[src/eeprom_pkg.sv]
`default_nettype none

package eeprom_pkg;

    localparam int ADDR_W = 11;              // 2 KB device
    localparam int BLK_W  = 3;               // block number bits in the control byte

    localparam logic [3:0] DEV_CODE = 4'b1010;

    // last step index of an engine command, one step per clk
    localparam logic [4:0] COND_LAST_STEP = 5'd3;    // start, restart, stop
    localparam logic [4:0] BYTE_LAST_STEP = 5'd17;   // 8 bits + ack

    typedef enum logic [2:0] {
        CMD_START,
        CMD_RESTART,
        CMD_WRITE,
        CMD_READ_ACK,
        CMD_READ_NACK,
        CMD_STOP
    } bus_cmd_t;

    // main request machine
    typedef enum logic [3:0] {
        IDLE,
        WRITE_START,
        CTRL_WRITE,
        ADDR_WRITE,
        DATA_WRITE,
        READ_START,
        CTRL_READ,
        DATA_READ,
        STOP,
        ACKN
    } seq_state_t;

    // control byte, built by fields and shifted as a whole
    typedef union packed {
        logic [7:0] raw;
        struct packed {
            logic [3:0]       dev;
            logic [BLK_W-1:0] block;    // upper address bits
            logic             rnw;      // 1 = read
        } f;
    } ctrl_byte_u;

endpackage

`default_nettype wire

[src/i2c_bus_if.sv]
`timescale 1ns/1ps
`default_nettype none

interface i2c_bus_if;

    // command side, from the sequencer
    logic                  cmd_valid;   // single-cycle, only while engine idle
    eeprom_pkg::bus_cmd_t  cmd;
    logic [7:0]            tx_byte;

    // result side, from the engine
    logic                  done;        // one pulse per command
    logic [7:0]            rx_byte;
    logic                  ack_in;      // low = slave acknowledged

    modport seq (
        output cmd_valid,
        output cmd,
        output tx_byte,
        input  done,
        input  rx_byte,
        input  ack_in
    );

    modport engine (
        input  cmd_valid,
        input  cmd,
        input  tx_byte,
        output done,
        output rx_byte,
        output ack_in
    );

endinterface

`default_nettype wire

[src/i2c_bus_engine.sv]
`timescale 1ns/1ps
`default_nettype none

module i2c_bus_engine (
    input  wire        clk,
    input  wire        rst_n,
    i2c_bus_if.engine  bus,
    output logic       scl,
    output logic       sda_oe,     // high pulls sda low
    input  wire        sda_in
);

    logic                  busy;
    logic [4:0]            step;       // current step, one per clk
    eeprom_pkg::bus_cmd_t  cur_cmd;
    logic                  scl_d;      // scl level wanted, moved to scl on falling clk
    logic [7:0]            sh_q;       // shared shift register, out and in
    logic                  is_byte;
    logic [4:0]            last_step;

    logic [4:0]            nxt_step;
    eeprom_pkg::bus_cmd_t  nxt_cmd;
    logic [7:0]            nxt_sh;
    logic                  nxt_scl;
    logic                  nxt_oe;

    assign is_byte = (cur_cmd == eeprom_pkg::CMD_WRITE) ||
                     (cur_cmd == eeprom_pkg::CMD_READ_ACK) ||
                     (cur_cmd == eeprom_pkg::CMD_READ_NACK);

    assign last_step = is_byte ? eeprom_pkg::BYTE_LAST_STEP : eeprom_pkg::COND_LAST_STEP;

    assign bus.rx_byte = sh_q;

    // line levels for the step about to begin
    always_comb begin
        nxt_step = busy ? step + 5'd1 : 5'd0;
        nxt_cmd  = busy ? cur_cmd : bus.cmd;
        if (busy) begin
            nxt_sh = sh_q;
        end else if (bus.cmd == eeprom_pkg::CMD_WRITE) begin
            nxt_sh = bus.tx_byte;
        end else begin
            nxt_sh = 8'hff;     // reads keep sda released on data bits
        end
        nxt_scl = scl_d;
        nxt_oe  = sda_oe;
        case (nxt_cmd)
            eeprom_pkg::CMD_START,
            eeprom_pkg::CMD_RESTART: begin
                // scl up with sda free, then sda falls, then scl falls
                nxt_scl = ~nxt_step[1];
                nxt_oe  = nxt_step[1];
            end
            eeprom_pkg::CMD_STOP: begin
                nxt_scl = (nxt_step != 5'd0);
                nxt_oe  = (nxt_step != 5'd3);   // sda rises with scl high
            end
            default: begin
                nxt_scl = ~nxt_step[0];
                if (!nxt_step[0]) begin     // sda only moves at the start of a bit
                    if (nxt_step[4]) begin
                        nxt_oe = (nxt_cmd == eeprom_pkg::CMD_READ_ACK);
                    end else begin
                        nxt_oe = ~nxt_sh[7];
                    end
                end
            end
        endcase
    end

    always_ff @(posedge clk or negedge rst_n) begin
        if (!rst_n) begin
            busy     <= 1'b0;
            step     <= 5'd0;
            cur_cmd  <= eeprom_pkg::CMD_START;
            scl_d    <= 1'b1;
            sda_oe   <= 1'b0;
            bus.done <= 1'b0;
        end else begin
            bus.done <= 1'b0;
            if (!busy) begin
                if (bus.cmd_valid) begin
                    busy    <= 1'b1;
                    step    <= nxt_step;
                    cur_cmd <= bus.cmd;
                    scl_d   <= nxt_scl;
                    sda_oe  <= nxt_oe;
                end
            end else if (step == last_step) begin
                busy     <= 1'b0;   // lines hold until the next command
                bus.done <= 1'b1;
            end else begin
                step   <= nxt_step;
                scl_d  <= nxt_scl;
                sda_oe <= nxt_oe;
            end
        end
    end

    // even byte steps end with scl high, sample there
    always_ff @(posedge clk) begin
        if (!busy && bus.cmd_valid) begin
            sh_q <= nxt_sh;
        end else if (busy && is_byte && !step[0]) begin
            if (step[4]) begin
                bus.ack_in <= sda_in;
            end else begin
                sh_q <= {sh_q[6:0], sda_in};
            end
        end
    end

    // half a clk after the data flops
    always_ff @(negedge clk or negedge rst_n) begin
        if (!rst_n) begin
            scl <= 1'b1;
        end else begin
            scl <= scl_d;
        end
    end

endmodule

`default_nettype wire

[src/flat_wrapper.sv]
// flat-port wrapper written by rule: the top's interface ports become plain ports
module i2c_bus_engine_flat 
  (clk, rst_n, scl, sda_oe, sda_in, bus_cmd_valid, bus_cmd, bus_tx_byte, bus_done, bus_rx_byte, bus_ack_in);
  i2c_bus_if bus_i ();
  input  wire clk;
  input  wire rst_n;
  output logic scl;
  output logic sda_oe;
  input  wire sda_in;
  input wire logic [$bits(bus_i.cmd_valid)-1:0] bus_cmd_valid;
  input wire logic [$bits(bus_i.cmd)-1:0] bus_cmd;
  input wire logic [$bits(bus_i.tx_byte)-1:0] bus_tx_byte;
  output wire logic [$bits(bus_i.done)-1:0] bus_done;
  output wire logic [$bits(bus_i.rx_byte)-1:0] bus_rx_byte;
  output wire logic [$bits(bus_i.ack_in)-1:0] bus_ack_in;
  assign bus_i.cmd_valid = bus_cmd_valid;
  assign bus_i.cmd = bus_cmd;
  assign bus_i.tx_byte = bus_tx_byte;
  assign bus_done = bus_i.done;
  assign bus_rx_byte = bus_i.rx_byte;
  assign bus_ack_in = bus_i.ack_in;
  i2c_bus_engine u_core (.clk(clk), .rst_n(rst_n), .bus(bus_i), .scl(scl), .sda_oe(sda_oe), .sda_in(sda_in));
endmodule
[config.mk]
export PLATFORM = sky130hd
export DESIGN_NAME = i2c_bus_engine_flat
export DESIGN_NICKNAME = d
export VERILOG_FILES = /design/src/eeprom_pkg.sv /design/src/i2c_bus_if.sv /design/src/i2c_bus_engine.sv /design/src/flat_wrapper.sv
export SDC_FILE = /design/constraint.sdc
export NUM_CORES = 1
export LEC_CHECK = 0
export ABC_AREA = 0
export BUFFER_PORTS_ARGS = -buffer_cell sky130_fd_sc_hd__buf_2
export CAP_MARGIN = 25
export CORE_ASPECT_RATIO = 0.6
export CORE_MARGIN = 2
export CORE_UTILIZATION = 47
export DETAILED_ROUTE_END_ITERATION = 8
export PLACE_DENSITY_LB_ADDON = 0.12
export SLEW_MARGIN = 0
export SYNTH_ARGS = -nofsm -noshare
export SYNTH_HDL_FRONTEND = slang
export SYNTH_SLANG_ARGS = --single-unit
[constraint.sdc]
create_clock -name clk -period 2 [get_ports clk]
set_input_delay 0.1 -clock clk [delete_from_list [all_inputs] [get_ports clk]]
set_output_delay 0.1 -clock clk [all_outputs]
set_load 0.01 [all_outputs]
==> results_dict.tcl <==
set metrics [dict create \
    die_y_um 43.0 \
    dp_hpwl_um 2190 \
    insertedDiodeCount 0 \
    cts_tree "yes" \
    htree_levels 1 \
    crit_path_start "u_core.scl$_DFF_NN1_" \
    p_leak_nw 0.644 \
    status "finished, violations left" \
    ant_nets 0 \
    dr.pass1.iters 4 \
    ys_async_sr_fraction_pct 59.1 \
    critPathSlowestCell "dfstp_2" \
    maxSlewHeadroom_pct 52.9 \
    vias 1029 \
    viasPerCell 5.75 \
    drcViolationCount 0 \
    peakVddDrop_uv 918 \
    place_area_sq_mm 0.00138 \
    use_met2_pct 27.5 \
    grt_use_met3_pct 5.84 \
    regToRegEndpoint "u_core.scl_d$_DFFE_PN1P_" \
    critPathCapture "scl" \
    setup_ws_ns -0.0309 \
    final_max_slew_viol_count 0 \
    synth-seq-cells 22 \
    rsz0062_at_grt "yes" \
    grt_max_degree 18 \
    grt-busiest-layer "met1" \
    clock-sinks 22 \
    cts_setup_buffers 0 \
    cp-end-kind "output pin" \
    cp_data_arrival_time_ns 1.93 \
    setup_viol 1 \
    yosysTopAreaCellShare_pct 23.2 \
    cts_root_buffer "clkbuf_8" \
    rr_startpoint "u_core.cur_cmd[1]$_DFFE_PN0P_" \
    synth_nets 133 \
    cpPeakStageDelay_ns 0.52 \
    fin_area_sq_mm 0.00144 \
    cts_inserted_buffers 3 \
    preCtsSetupSlack_ns 0.159 \
    io_pins 27 \
    hp-class "input pin to register" \
    max_cap_violations 0 \
    synth_area_sq_mm 0.00119 \
    grt_pass1_wl_um 4690 \
    grt.overflow.total 0 \
    violations "negative setup slack" \
    cp_cell_sequence "buf_6" \
    ys_types 39 \
    yosysWarnings 0 \
    synth_cells 117 \
    gp_congestion 0.901 \
    synth_edf_count 9 \
    clock_path_buffers 2 \
    syn_to_final_growth_pct 21.1 \
    initial_utilization_pct 48.5 \
    finalHoldViolations 0 \
    powerDensity_mw_per_mm2 1740 \
    wl_um 2900 \
    final_common_cell "buf_2" \
    grt_pass1_vias 923 \
    nets 164 \
    drive_above_1_share_pct 29.3 \
    seq_area_frac_synth_pct 50.3 \
    cts.clk_slew.worst_paths_ns 0.09 \
    finClkSkew_ns 0.0612 \
    wl_per_cell_um 16.2 \
    critPathRequiredTime_ns 1.90 \
    core-area_sq_mm 0.00245 \
    r2r_cells 5 \
    cp-start-kind "register" \
    synthTopCellsByArea "dfrtp_1, edfxtp_1, nand2_1" \
    crit_type "register to output pin" \
    tightest_slew_ns 0.696 \
    avgSynthCellArea_sq_um 10.2 \
    die-area_sq_mm 0.00296 \
    grtUsageMet1_pct 37.2 \
    rows 14 \
    antenna_found_initial 0 \
    clock_latency_ns 0.32 \
    critical_path_buf_inv_count 1 \
    yosys.area.top_type "dfrtp_1" \
    dr.first_iter.drc_count 66 \
    portBuffers 26 \
    synth_flop_cell "dfrtp_1" \
    path_delay_family "flip-flops" \
    track_usage_pct 22.5 \
    whs_ns 0.0443 \
    rrSetupSlack_ns 0.12 \
    layout_common_cells "buf_2, nand2_1, dfrtp_1, o21ai_0, edfxtp_1" \
    die_w_um 68.9 \
    critical_path_depth 1 \
    crit_fanout 1 \
]
==> synthesized netlist by cell type, types with 2 or more instances <==
library cell and n:
a21oi_1 2, a31oi_1 2, and3_1 2, clkbuf_1 7, dfrtp_1 11, dfstp_2 2
edfxtp_1 9, inv_1 5, nand2_1 17, nand2b_1 4, nand3_1 5, nor2_1 4
nor2b_1 2, nor3b_1 2, nor4b_1 2, o211a_1 2, o21ai_0 10, o22a_1 7
xnor2_1 2
==> timing repair <==
action,4_1_cts,5_1_grt
setup endpoints to repair,1,1
hold buffers,1,0
endpoints found under the hold margin,11,0
gates cloned,0,0
resized for setup,1,0
pin swaps,0,0
==> how the worst min path moves through the flow <==
stage / slack [ns] / cells after the start / start / to
finish: 0.04 / 1 / sda_in / u_core.bus.ack_in$_DFFE_PP_
global route: 0.04 / 1 / sda_in / u_core.bus.ack_in$_DFFE_PP_
CTS: 0.04 / 1 / sda_in / u_core.bus.ack_in$_DFFE_PP_
detailed placement: 0.09 / 2 / rst_n / u_core.cur_cmd[1]$_DFFE_PN0P_
global placement: 0.08 / 2 / rst_n / u_core.step[4]$_DFFE_PN0P_
floorplan: -0.20 / 0 / rst_n / u_core.bus.done$_DFF_PN0_
==> state kept, by name (all words and copies together) (netlist names) <==
signal and flops:
u_core.step 5, u_core.bus.ack_in 1, u_core.sda_oe 1, u_core.busy 1
u_core.bus.done 1, u_core.scl_d 1, u_core.cur_cmd 3, u_core.scl 1
u_core.bus.rx_byte 8
==> through the flow <==
stage	util (%)	instances	TNS (ns)	power [mW]
CTS	58.7	179	-0.0389	2.50
floorplan	-	117	0	1.79
finish	58.7	179	-0.0309	2.51
global route	58.7	179	-0.0487	2.69
global placement	56.2	174	0	2.14
detailed placement	56.2	174	0	2.19
==> cells by family after synthesis <==
family / synth area share [%]
buf+inv: 3.79
xor+xnor: 1.47
flops: 50.3
fa+ha+maj: 1.05
mux: 2.42
compound gates: 20.4
simple gates: 20.5
==> area by class of cell <==
type	instances	area, sq um
sequential	22	598
inverter	4	15.0
clock buffer	3	41.3
tap	32	40.0
clock inverter	2	7.51
fill	231	1010
timing repair buffer	33	191
multi-input combinational	83	546
==> where the power goes <==
group | internal (mW) | leakage, nW | switching (mW)
clock | 0.140 | 0.0285 | 0.155
sequential | 0.735 | 0.236 | 0.188
combinational | 0.616 | 0.379 | 0.674
total | 1.49 | 0.644 | 1.02
==> layer usage <==
metal / share of wire, % / wire length [um] / up-vias
met3: 8.8 / 254 / 6
li1: - / - / 488
met1: 47 / 1370 / 494
met4: 1.7 / 50 / 0
met2: 42 / 1220 / 41
met5: 0 / 0 / -
No activity file was read; power rests on OpenSTA's default activity.
