`src/eeprom_pkg.sv`:
```
`default_nettype none

package eeprom_pkg;

    localparam int ADDR_W = 11;              // 2 KB device
    localparam int BLK_W  = 3;               // block number bits in the control byte

    localparam logic [3:0] DEV_CODE = 4'b1010;

    // last step index of an engine command, one step per clk
    localparam logic [4:0] COND_LAST_STEP = 5'd3;    // start, restart, stop
    localparam logic [4:0] BYTE_LAST_STEP = 5'd17;   // 8 bits + ack

    typedef enum logic [2:0] {
        CMD_START,
        CMD_RESTART,
        CMD_WRITE,
        CMD_READ_ACK,
        CMD_READ_NACK,
        CMD_STOP
    } bus_cmd_t;

    // main request machine
    typedef enum logic [3:0] {
        IDLE,
        WRITE_START,
        CTRL_WRITE,
        ADDR_WRITE,
        DATA_WRITE,
        READ_START,
        CTRL_READ,
        DATA_READ,
        STOP,
        ACKN
    } seq_state_t;

    // control byte, built by fields and shifted as a whole
    typedef union packed {
        logic [7:0] raw;
        struct packed {
            logic [3:0]       dev;
            logic [BLK_W-1:0] block;    // upper address bits
            logic             rnw;      // 1 = read
        } f;
    } ctrl_byte_u;

endpackage

`default_nettype wire

```
`src/i2c_bus_if.sv`:
```
`timescale 1ns/1ps
`default_nettype none

interface i2c_bus_if;

    // command side, from the sequencer
    logic                  cmd_valid;   // single-cycle, only while engine idle
    eeprom_pkg::bus_cmd_t  cmd;
    logic [7:0]            tx_byte;

    // result side, from the engine
    logic                  done;        // one pulse per command
    logic [7:0]            rx_byte;
    logic                  ack_in;      // low = slave acknowledged

    modport seq (
        output cmd_valid,
        output cmd,
        output tx_byte,
        input  done,
        input  rx_byte,
        input  ack_in
    );

    modport engine (
        input  cmd_valid,
        input  cmd,
        input  tx_byte,
        output done,
        output rx_byte,
        output ack_in
    );

endinterface

`default_nettype wire

```
`src/eeprom_sequencer.sv`:
```
`timescale 1ns/1ps
`default_nettype none

module eeprom_sequencer (
    input  wire                          clk,
    input  wire                          rst_n,
    input  wire                          wr,
    input  wire                          rd,
    input  wire [eeprom_pkg::ADDR_W-1:0] addr,
    input  wire [7:0]                    wdata,
    output logic [7:0]                   rdata,
    output logic                         ack,
    output logic                         nack,
    i2c_bus_if.seq                       bus
);

    eeprom_pkg::seq_state_t  state;
    eeprom_pkg::seq_state_t  next_state;
    eeprom_pkg::ctrl_byte_u  ctrl;

    logic                          pending;     // command issued, waiting for done
    logic                          is_read;
    logic                          nack_flag;   // sticky
    logic                          write_phase;
    logic [eeprom_pkg::ADDR_W-1:0] addr_q;
    logic [7:0]                    wdata_q;

    assign bus.cmd_valid = !pending &&
                           (state != eeprom_pkg::IDLE) && (state != eeprom_pkg::ACKN);

    assign write_phase = (state == eeprom_pkg::CTRL_WRITE) ||
                         (state == eeprom_pkg::ADDR_WRITE) ||
                         (state == eeprom_pkg::DATA_WRITE) ||
                         (state == eeprom_pkg::CTRL_READ);

    assign ack  = (state == eeprom_pkg::ACKN);
    assign nack = ack && nack_flag;

    always_comb begin
        ctrl.f.dev   = eeprom_pkg::DEV_CODE;
        ctrl.f.block = addr_q[eeprom_pkg::ADDR_W-1 -: eeprom_pkg::BLK_W];
        ctrl.f.rnw   = (state == eeprom_pkg::CTRL_READ);

        bus.cmd     = eeprom_pkg::CMD_WRITE;
        bus.tx_byte = ctrl.raw;
        next_state  = state;
        case (state)
            eeprom_pkg::WRITE_START: begin
                bus.cmd    = eeprom_pkg::CMD_START;
                next_state = eeprom_pkg::CTRL_WRITE;
            end
            eeprom_pkg::CTRL_WRITE: next_state = eeprom_pkg::ADDR_WRITE;
            eeprom_pkg::ADDR_WRITE: begin
                bus.tx_byte = addr_q[eeprom_pkg::ADDR_W-eeprom_pkg::BLK_W-1:0];
                next_state  = is_read ? eeprom_pkg::READ_START : eeprom_pkg::DATA_WRITE;
            end
            eeprom_pkg::DATA_WRITE: begin
                bus.tx_byte = wdata_q;
                next_state  = eeprom_pkg::STOP;
            end
            eeprom_pkg::READ_START: begin
                bus.cmd    = eeprom_pkg::CMD_RESTART;
                next_state = eeprom_pkg::CTRL_READ;
            end
            eeprom_pkg::CTRL_READ: next_state = eeprom_pkg::DATA_READ;
            eeprom_pkg::DATA_READ: begin
                bus.cmd    = eeprom_pkg::CMD_READ_NACK;  // single byte only
                next_state = eeprom_pkg::STOP;
            end
            eeprom_pkg::STOP: begin
                bus.cmd    = eeprom_pkg::CMD_STOP;
                next_state = eeprom_pkg::ACKN;
            end
            default: next_state = state;
        endcase
    end

    always_ff @(posedge clk or negedge rst_n) begin
        if (!rst_n) begin
            state     <= eeprom_pkg::IDLE;
            pending   <= 1'b0;
            is_read   <= 1'b0;
            nack_flag <= 1'b0;
        end else begin
            if (bus.cmd_valid) begin
                pending <= 1'b1;
            end
            case (state)
                eeprom_pkg::IDLE: begin
                    if (wr || rd) begin
                        is_read   <= ~wr;     // write wins
                        nack_flag <= 1'b0;
                        state     <= eeprom_pkg::WRITE_START;
                    end
                end
                eeprom_pkg::ACKN: state <= eeprom_pkg::IDLE;
                default: begin
                    if (bus.done) begin
                        pending <= 1'b0;
                        if (write_phase) begin
                            nack_flag <= nack_flag | bus.ack_in;
                        end
                        state <= next_state;
                    end
                end
            endcase
        end
    end

    always_ff @(posedge clk) begin
        if (state == eeprom_pkg::IDLE && (wr || rd)) begin
            addr_q  <= addr;
            wdata_q <= wdata;
        end
        if (state == eeprom_pkg::DATA_READ && bus.done) begin
            rdata <= bus.rx_byte;
        end
    end

endmodule

`default_nettype wire

```
`src/flat_wrapper.sv`:
```
// flat-port wrapper written by rule: the top's interface ports become plain ports
module eeprom_sequencer_flat 
  (clk, rst_n, wr, rd, addr, wdata, rdata, ack, nack, bus_cmd_valid, bus_cmd, bus_tx_byte, bus_done, bus_rx_byte, bus_ack_in);
  i2c_bus_if bus_i ();
  input  wire clk;
  input  wire rst_n;
  input  wire wr;
  input  wire rd;
  input  wire [eeprom_pkg::ADDR_W-1:0] addr;
  input  wire [7:0] wdata;
  output logic [7:0] rdata;
  output logic ack;
  output logic nack;
  output wire logic [$bits(bus_i.cmd_valid)-1:0] bus_cmd_valid;
  output wire logic [$bits(bus_i.cmd)-1:0] bus_cmd;
  output wire logic [$bits(bus_i.tx_byte)-1:0] bus_tx_byte;
  input wire logic [$bits(bus_i.done)-1:0] bus_done;
  input wire logic [$bits(bus_i.rx_byte)-1:0] bus_rx_byte;
  input wire logic [$bits(bus_i.ack_in)-1:0] bus_ack_in;
  assign bus_cmd_valid = bus_i.cmd_valid;
  assign bus_cmd = bus_i.cmd;
  assign bus_tx_byte = bus_i.tx_byte;
  assign bus_i.done = bus_done;
  assign bus_i.rx_byte = bus_rx_byte;
  assign bus_i.ack_in = bus_ack_in;
  eeprom_sequencer u_core (.clk(clk), .rst_n(rst_n), .wr(wr), .rd(rd), .addr(addr), .wdata(wdata), .rdata(rdata), .ack(ack), .nack(nack), .bus(bus_i));
endmodule
```
`config.mk`:
```
export PLATFORM = sky130hd
export DESIGN_NAME = eeprom_sequencer_flat
export DESIGN_NICKNAME = d
export VERILOG_FILES = /design/src/eeprom_pkg.sv /design/src/i2c_bus_if.sv /design/src/eeprom_sequencer.sv /design/src/flat_wrapper.sv
export SDC_FILE = /design/constraint.sdc
export NUM_CORES = 1
export LEC_CHECK = 0
export BUFFER_PORTS_ARGS = -buffer_cell sky130_fd_sc_hd__buf_2
export CAP_MARGIN = 20
export CORE_MARGIN = 2
export CORE_UTILIZATION = 42
export CTS_CLUSTER_SIZE = 10
export DETAILED_ROUTE_END_ITERATION = 10
export PLACE_DENSITY = 0.69
export RECOVER_POWER = 100
export SYNTH_ARGS = -nofsm -noshare
export SYNTH_HDL_FRONTEND = slang
export SYNTH_SLANG_ARGS = --single-unit
export TNS_END_PERCENT = 30
```
`constraint.sdc`:
```
create_clock -name clk -period 6.8 [get_ports clk]
set_input_delay 1.36 -clock clk [delete_from_list [all_inputs] [get_ports clk]]
set_output_delay 1.36 -clock clk [all_outputs]
set_load 0.005 [all_outputs]
```
==> results of run 1 <==
[state kept, by name (all words and copies together), names as in the netlist]
name,flops
u_core.pending,1
u_core.state,4
u_core.nack_flag,1
u_core.rdata,8
u_core.wdata_q,8
u_core.addr_q,11
u_core.is_read,1
[metal layers]
metal  vias up  global-route usage
met4         0             0.09722
met1       516              0.1830
met2        42              0.2646
li1        546                   -
met5         -                   0
met3         9             0.04144
[worst reg2reg max path: stages (launching register included)]
cell and delay, ns:
dfrtp_1 0.60, nor4_1 0.51, nor2b_1 0.30, clkbuf_1 0.77
[cells by family (layout without fill, tap and decap cells)]
kind of cell / after synthesis / after routing / synth area share
AND/OR/NAND/NOR: 38 / 38 / 0.1475
flip-flops: 34 / 34 / 0.6758
AO/OA/AOI/OAI: 30 / 30 / 0.1312
buffers and inverters: 14 / 72 / 0.03945
XOR/XNOR: 1 / 1 / 0.006005
[power by group through the flow]
stage               Sequential, mW  Clock (mW)  Combinational, mW
detailed placement           0.348           0              0.234
CTS                          0.343       0.114              0.235
global placement             0.343           0              0.227
floorplan                    0.306           0              0.188
global route                 0.352       0.123              0.253
finish                       0.343       0.109              0.222
[final cells by class]
| type | count | area (um2) |
|---|---|---|
| Inverter | 8 | 30.03 |
| Sequential cell | 34 | 985.9 |
| Clock inverter | 3 | 21.27 |
| Clock buffer | 5 | 37.54 |
| Timing Repair Buffer | 56 | 264.0 |
| Fill cell | 319 | 1533 |
| Multi-Input combinational cell | 69 | 407.9 |
| Tap cell | 46 | 57.56 |
[worst max path at each step]
stage / start / endpoint / slack, ns / depth (start not counted)
6_report: u_core.state[0]$_DFFE_PN0P_ / bus_tx_byte[3] / 3.05 / 5
2_1_floorplan: bus_done / u_core.rdata[0]$_DFFE_PP_ / 3.86 / 2
5_1_grt: u_core.state[0]$_DFFE_PN0P_ / bus_tx_byte[3] / 2.76 / 5
3_3_place_gp: u_core.state[1]$_DFFE_PN0P_ / bus_tx_byte[1] / 3.83 / 5
4_1_cts: u_core.state[0]$_DFFE_PN0P_ / bus_tx_byte[2] / 3.34 / 5
3_5_place_dp: u_core.state[0]$_DFFE_PN0P_ / bus_tx_byte[1] / 3.72 / 5
[cells in the mapped netlist]
cell and count:
nor2b_1 4, a22o_1 2, nor3_1 4, o211ai_1 2
o22ai_1 1, nand2_1 9, nor2_1 8, nand2_2 1
o21ai_0 6, buf_2 4, a31o_2 1, nor3b_1 1
inv_1 7, a21oi_1 7, dfrtp_1 7, xnor2_1 1
inv_2 1, o21ai_1 3, nor4b_1 1, nor4_1 3
and4_1 1, a32oi_1 1, and2_1 1, a22oi_1 5
o2111ai_1 1, nand2b_1 1, nor4_4 1, clkbuf_1 2
edfxtp_1 27, a2bb2oi_1 1, nor3_2 1, or2_2 2
[through the flow]
stage	util	hold slack [ns]	instances	setup WS (ns)	cell area, um2
after floorplan	-	0.4505	117	3.862	1459
after global placement	0.5317	0.4696	213	3.830	1774
after detailed placement	0.5317	0.4830	213	3.723	1774
after CTS	0.5493	0.5070	221	3.335	1833
after global routing	0.5407	0.5441	221	2.764	1804
final	0.5407	0.4974	221	3.048	1804
==> metrics.txt, run 1 <==
FP Rows=21; CORE AREA=roughly 0.0033 mm2; H-tree level count=2; CP Launch Type=flop; WP data required=5.44 ns; family with the most delay on the worst path=simple AND/OR/NAND/NOR gates; Routed wire per std cell=about 13 um; final setup vio count=0; hold path cells=2; routed wl met3=between 150 and 200 um; Comb pwr share=0.329; post-route minimum period=3.752 ns; fmax=approximately 0.27 GHz; HPWL Detailed=roughly 2200 um; Final Skew=0.003427 ns; distinct cell type count after synthesis=32; Final Cycle Share=0.5517; Overall Power=0.6744 mW; Worst VDD drop=0.1640 mV; register share of total power=0.509; DIE AREA=roughly 0.004 mm2; Die X=62.94 um; syn_area_per_cell=~12 um2; crit-path cells=nand2_1 -> nor3_1 -> or2_2 -> o21ai_0 -> buf_2; hold crit path type=flop to flop; TNS Setup=0 ns; share of cells above drive strength 1=0.3200; hold path start=u_core.pending$_DFF_PN0_; most frequent cells in the layout=buf_2, edfxtp_1, clkbuf_1; Slew HR=0.3419; outcome=complete, no violations; max-capacitance violation count=0; Iteration-0 DRC Markers=26; Reg-to-Reg End=u_core.wdata_q[3]$_DFFE_PP_; Final Max Slew Viols=0; Cell Pwr Density=373.8 mW/mm2; cell taking the most area after synthesis=edfxtp_1; CP Max Fanout=18; maximum number of pins on one net before global-route repair=20; Worst Path Arrival=around 2.4 ns; R2R depth=3; Buf/Inv on CP=1; synth top area cells=edfxtp_1, dfrtp_1, a22oi_1; post-cts hold buffer count=0; DRC Markers=0; Mapped Cells=around 120; Fin. Hold Viols=0; R2R Path Start=u_core.state[0]$_DFFE_PN0P_; Initial Utilization=0.4372; Num CTS Buffers=5; routed vias=between 1000 and 1500; area fraction of the dominant cell type after synthesis=0.5557; crit path capture type=primary output; Ant. Diodes=0; vias in the first global route=around 1100; Sink Count=34; switching power=around 0.26 mW; Post-DRT Antenna Nets=0; Leak=between 0.7 and 0.8 nW; CTS Root Cell=clkbuf_4; Top Ports=55; worst slew pin tran=between 0.9 and 1 ns; Die Ht=about 63 um; CTS tree=yes; Hold EP=u_core.pending$_DFF_PN0_; setup slack, reg-to-reg=4.26 ns; WL met2=between 1500 and 2000 um; Longest Clk Path Bufs=2; P_int=around 0.42 mW; DRT Wirelength=approximately 2900 um; GRT Util Overall=0.1592; Clock power frac=0.162; Post-CTS Setup Inserts=0; Yosys Warn Count=0; Area Overhead vs Synth=23.67%; WL met1=between 1000 and 1500 um; RSZ-0062 raised after global routing=no; post_cts resized=0; Worst path max stage delay=0.70 ns; Syn Nets=150; area of the mapped netlist=about 0.0015 mm2; Pre-antenna DRT Iters=4; clock slew at reported path FFs=0.10 ns; first-pass GRT wire length=between 4000 and 5000 um; slowest library cell on the worst path=dfrtp_1; sequential-to-total area share from yosys stat=0.6758; top routing layer used=met4; port bufs=54; total gr overflow=0; most common cell after layout, fill and taps aside=buf_2; Final nets=207; Clk Latency, worst-skew pair=around 0.33 ns; Crit Path Category=flop to primary output; Sw Share=0.3818; placer congestion estimate=between 0.7 and 0.8; antenna violations before repair=0; Vias per Instance=about 5.0; number of synthesized register bits=34
(Power assumes the default switching activity.)
==> inputs of run 2 (changes only) <==
clock period = 3.6 ns   (was 6.8 ns; I/O delays follow)
==> run 2 against run 1 <==
Compared with the run above: clock skew about the same; critical path depth unchanged; first-iteration DRC count up 27%; design area up 0.42%; sequential power up 89%; critical path type unchanged; largest power group unchanged.
==> metrics.txt, run 2 (synthesized netlist as in run 1, its figures left out) <==
Final Skew=0.003055 ns (-0.0003721 ns); Fin. Hold Viols=0 (unchanged); Longest Clk Path Bufs=2 (unchanged); Post-DRT Antenna Nets=0 (unchanged); DRT Wirelength=2887 um (-0.48%); Clk Latency, worst-skew pair=0.33 ns (about the same); final setup vio count=0 (unchanged); most common cell after layout, fill and taps aside=buf_2; Die X=62.94 um (unchanged); Final nets=207 (unchanged); CORE AREA=0.003337 mm2 (unchanged); CTS tree=yes; Cell Pwr Density=703.1 mW/mm2 (+88%); fmax=around 0.35 GHz; TNS Setup=0 ns (unchanged); placer congestion estimate=0.7936 (unchanged); Die Ht=62.94 um (unchanged); family with the most delay on the worst path=simple AND/OR/NAND/NOR gates; most frequent cells in the layout=buf_2, edfxtp_1, clkbuf_1; Routed wire per std cell=13.06 um (-0.48%); Pre-antenna DRT Iters=4 (unchanged); Leak=0.7129 nW (+1.2%); R2R Path Start=u_core.state[0]$_DFFE_PN0P_; outcome=complete, no violations; Top reg by flops=u_core.addr_q; Num CTS Buffers=5 (unchanged); Top Ports=55 (unchanged); Vias per Instance=5.072 (+0.72%); post_cts resized=0 (unchanged); Ant. Diodes=0 (unchanged); HPWL Detailed=2193 um (unchanged); Setup crit start=u_core.state[0]$_DFFE_PN0P_; FP Rows=21 (unchanged); Sink Count=34 (unchanged); post-cts hold buffer count=0 (unchanged); Worst path max stage delay=0.70 ns (about the same); total gr overflow=0 (unchanged); RSZ-0062 raised after global routing=no; max-capacitance violation count=0 (unchanged); worst slew pin tran=0.9859 ns (-0.001212 ns); first-pass GRT wire length=4830 um (unchanged); CP Max Fanout=18 (unchanged); Worst VDD drop=0.3097 mV (+89%); Final Cycle Share=0.7978; routed vias=1121 (+0.72%); GRT Util Overall=0.1592 (unchanged); DRC Markers=0 (unchanged); CTS Root Cell=clkbuf_4; crit path capture type=primary output; share of cells above drive strength 1=0.3314 (+0.01143); vias in the first global route=1129 (unchanged); clock slew at reported path FFs=0.10 ns (about the same); Initial Utilization=0.4372 (unchanged); H-tree level count=2 (unchanged); flip-flop count of the largest register after layout=11 (unchanged); post-route minimum period=~2.9 ns; slowest library cell on the worst path=dfrtp_1; DIE AREA=0.003961 mm2 (unchanged); maximum number of pins on one net before global-route repair=20 (unchanged); Worst Path Arrival=2.15 ns (-0.24 ns); Crit Path Category=flop to primary output; Area Overhead vs Synth=24.19%; CP Launch Type=flop; Largest regs=u_core.addr_q x11, u_core.rdata x8, u_core.wdata_q x8; hold crit path type=input pin to asynchronous set/reset pin; crit-path cells=nand2_1 -> nor3_2 -> or2_2 -> o21ai_0 -> buf_2; Iteration-0 DRC Markers=33 (+27%); WP data required=2.88 ns (-2.56 ns); Slew HR=0.3427 (+0.0008080); port bufs=54 (unchanged); Post-CTS Setup Inserts=0 (unchanged); Hold Slack=0.2720 ns (-0.2254 ns); antenna violations before repair=0 (unchanged); Final Max Slew Viols=0 (unchanged); Buf/Inv on CP=1 (unchanged)
-- run 2: changes by cell type in the layout (fill, tap and decap cells not counted), sizes merged --
| cell | change |
|---|---|
| clkbuf | -2 |
| buf | +2 |
-- run 2: final timing paths --
kind,end,slack [ns],cells after the start
setup / recovery,bus_tx_byte[3],0.73,5
hold / removal,u_core.state[1]$_DFFE_PN0P_,0.27,1
setup reg to reg,u_core.wdata_q[3]$_DFFE_PP_,1.09,3
hold reg to reg,u_core.pending$_DFF_PN0_,0.50,2
max in group asynchronous,u_core.pending$_DFF_PN0_,3.05,1
min in group clk,u_core.pending$_DFF_PN0_,0.50,2
-- run 2: routing by layer --
metal | vias to the layer above | wire (um) | GRT usage
li1 | 547 | - | -
met1 | 525 | 1149 | 0.1830
met2 | 40 | 1487 | 0.2646
met3 | 9 | 175 | 0.04144
met4 | 0 | 74 | 0.09722
met5 | - | 0 | 0
-- run 2: final cells by class --
cell class              instances  area [um2]
multi-input cells              69       412.9
inverters                       8       30.03
flip-flops and latches         34       985.9
clock inverters                 3       21.27
well taps                      46       57.56
fillers                       315        1525
repair buffers                 56       266.5
clock buffers                   5       37.54
-- run 2: metrics by stage --
step,instances,utilization,worst slack [ns],total power [mW],cell area [um2]
floorplan,117,-,1.302,0.9343,1459
global placement,213,0.5317,1.270,1.077,1774
detailed placement,213,0.5317,1.163,1.099,1774
CTS,221,0.5493,0.7753,1.308,1833
global route,221,0.5429,0.4766,1.377,1812
finish,221,0.5429,0.7280,1.274,1812
-- run 2: report_power, final --
part | internal (mW) | switching [mW] | total [mW]
logic | 0.188 | 0.233 | 0.420
registers | 0.524 | 0.124 | 0.649
clock network | 0.0758 | 0.129 | 0.205
total | 0.788 | 0.486 | 1.27
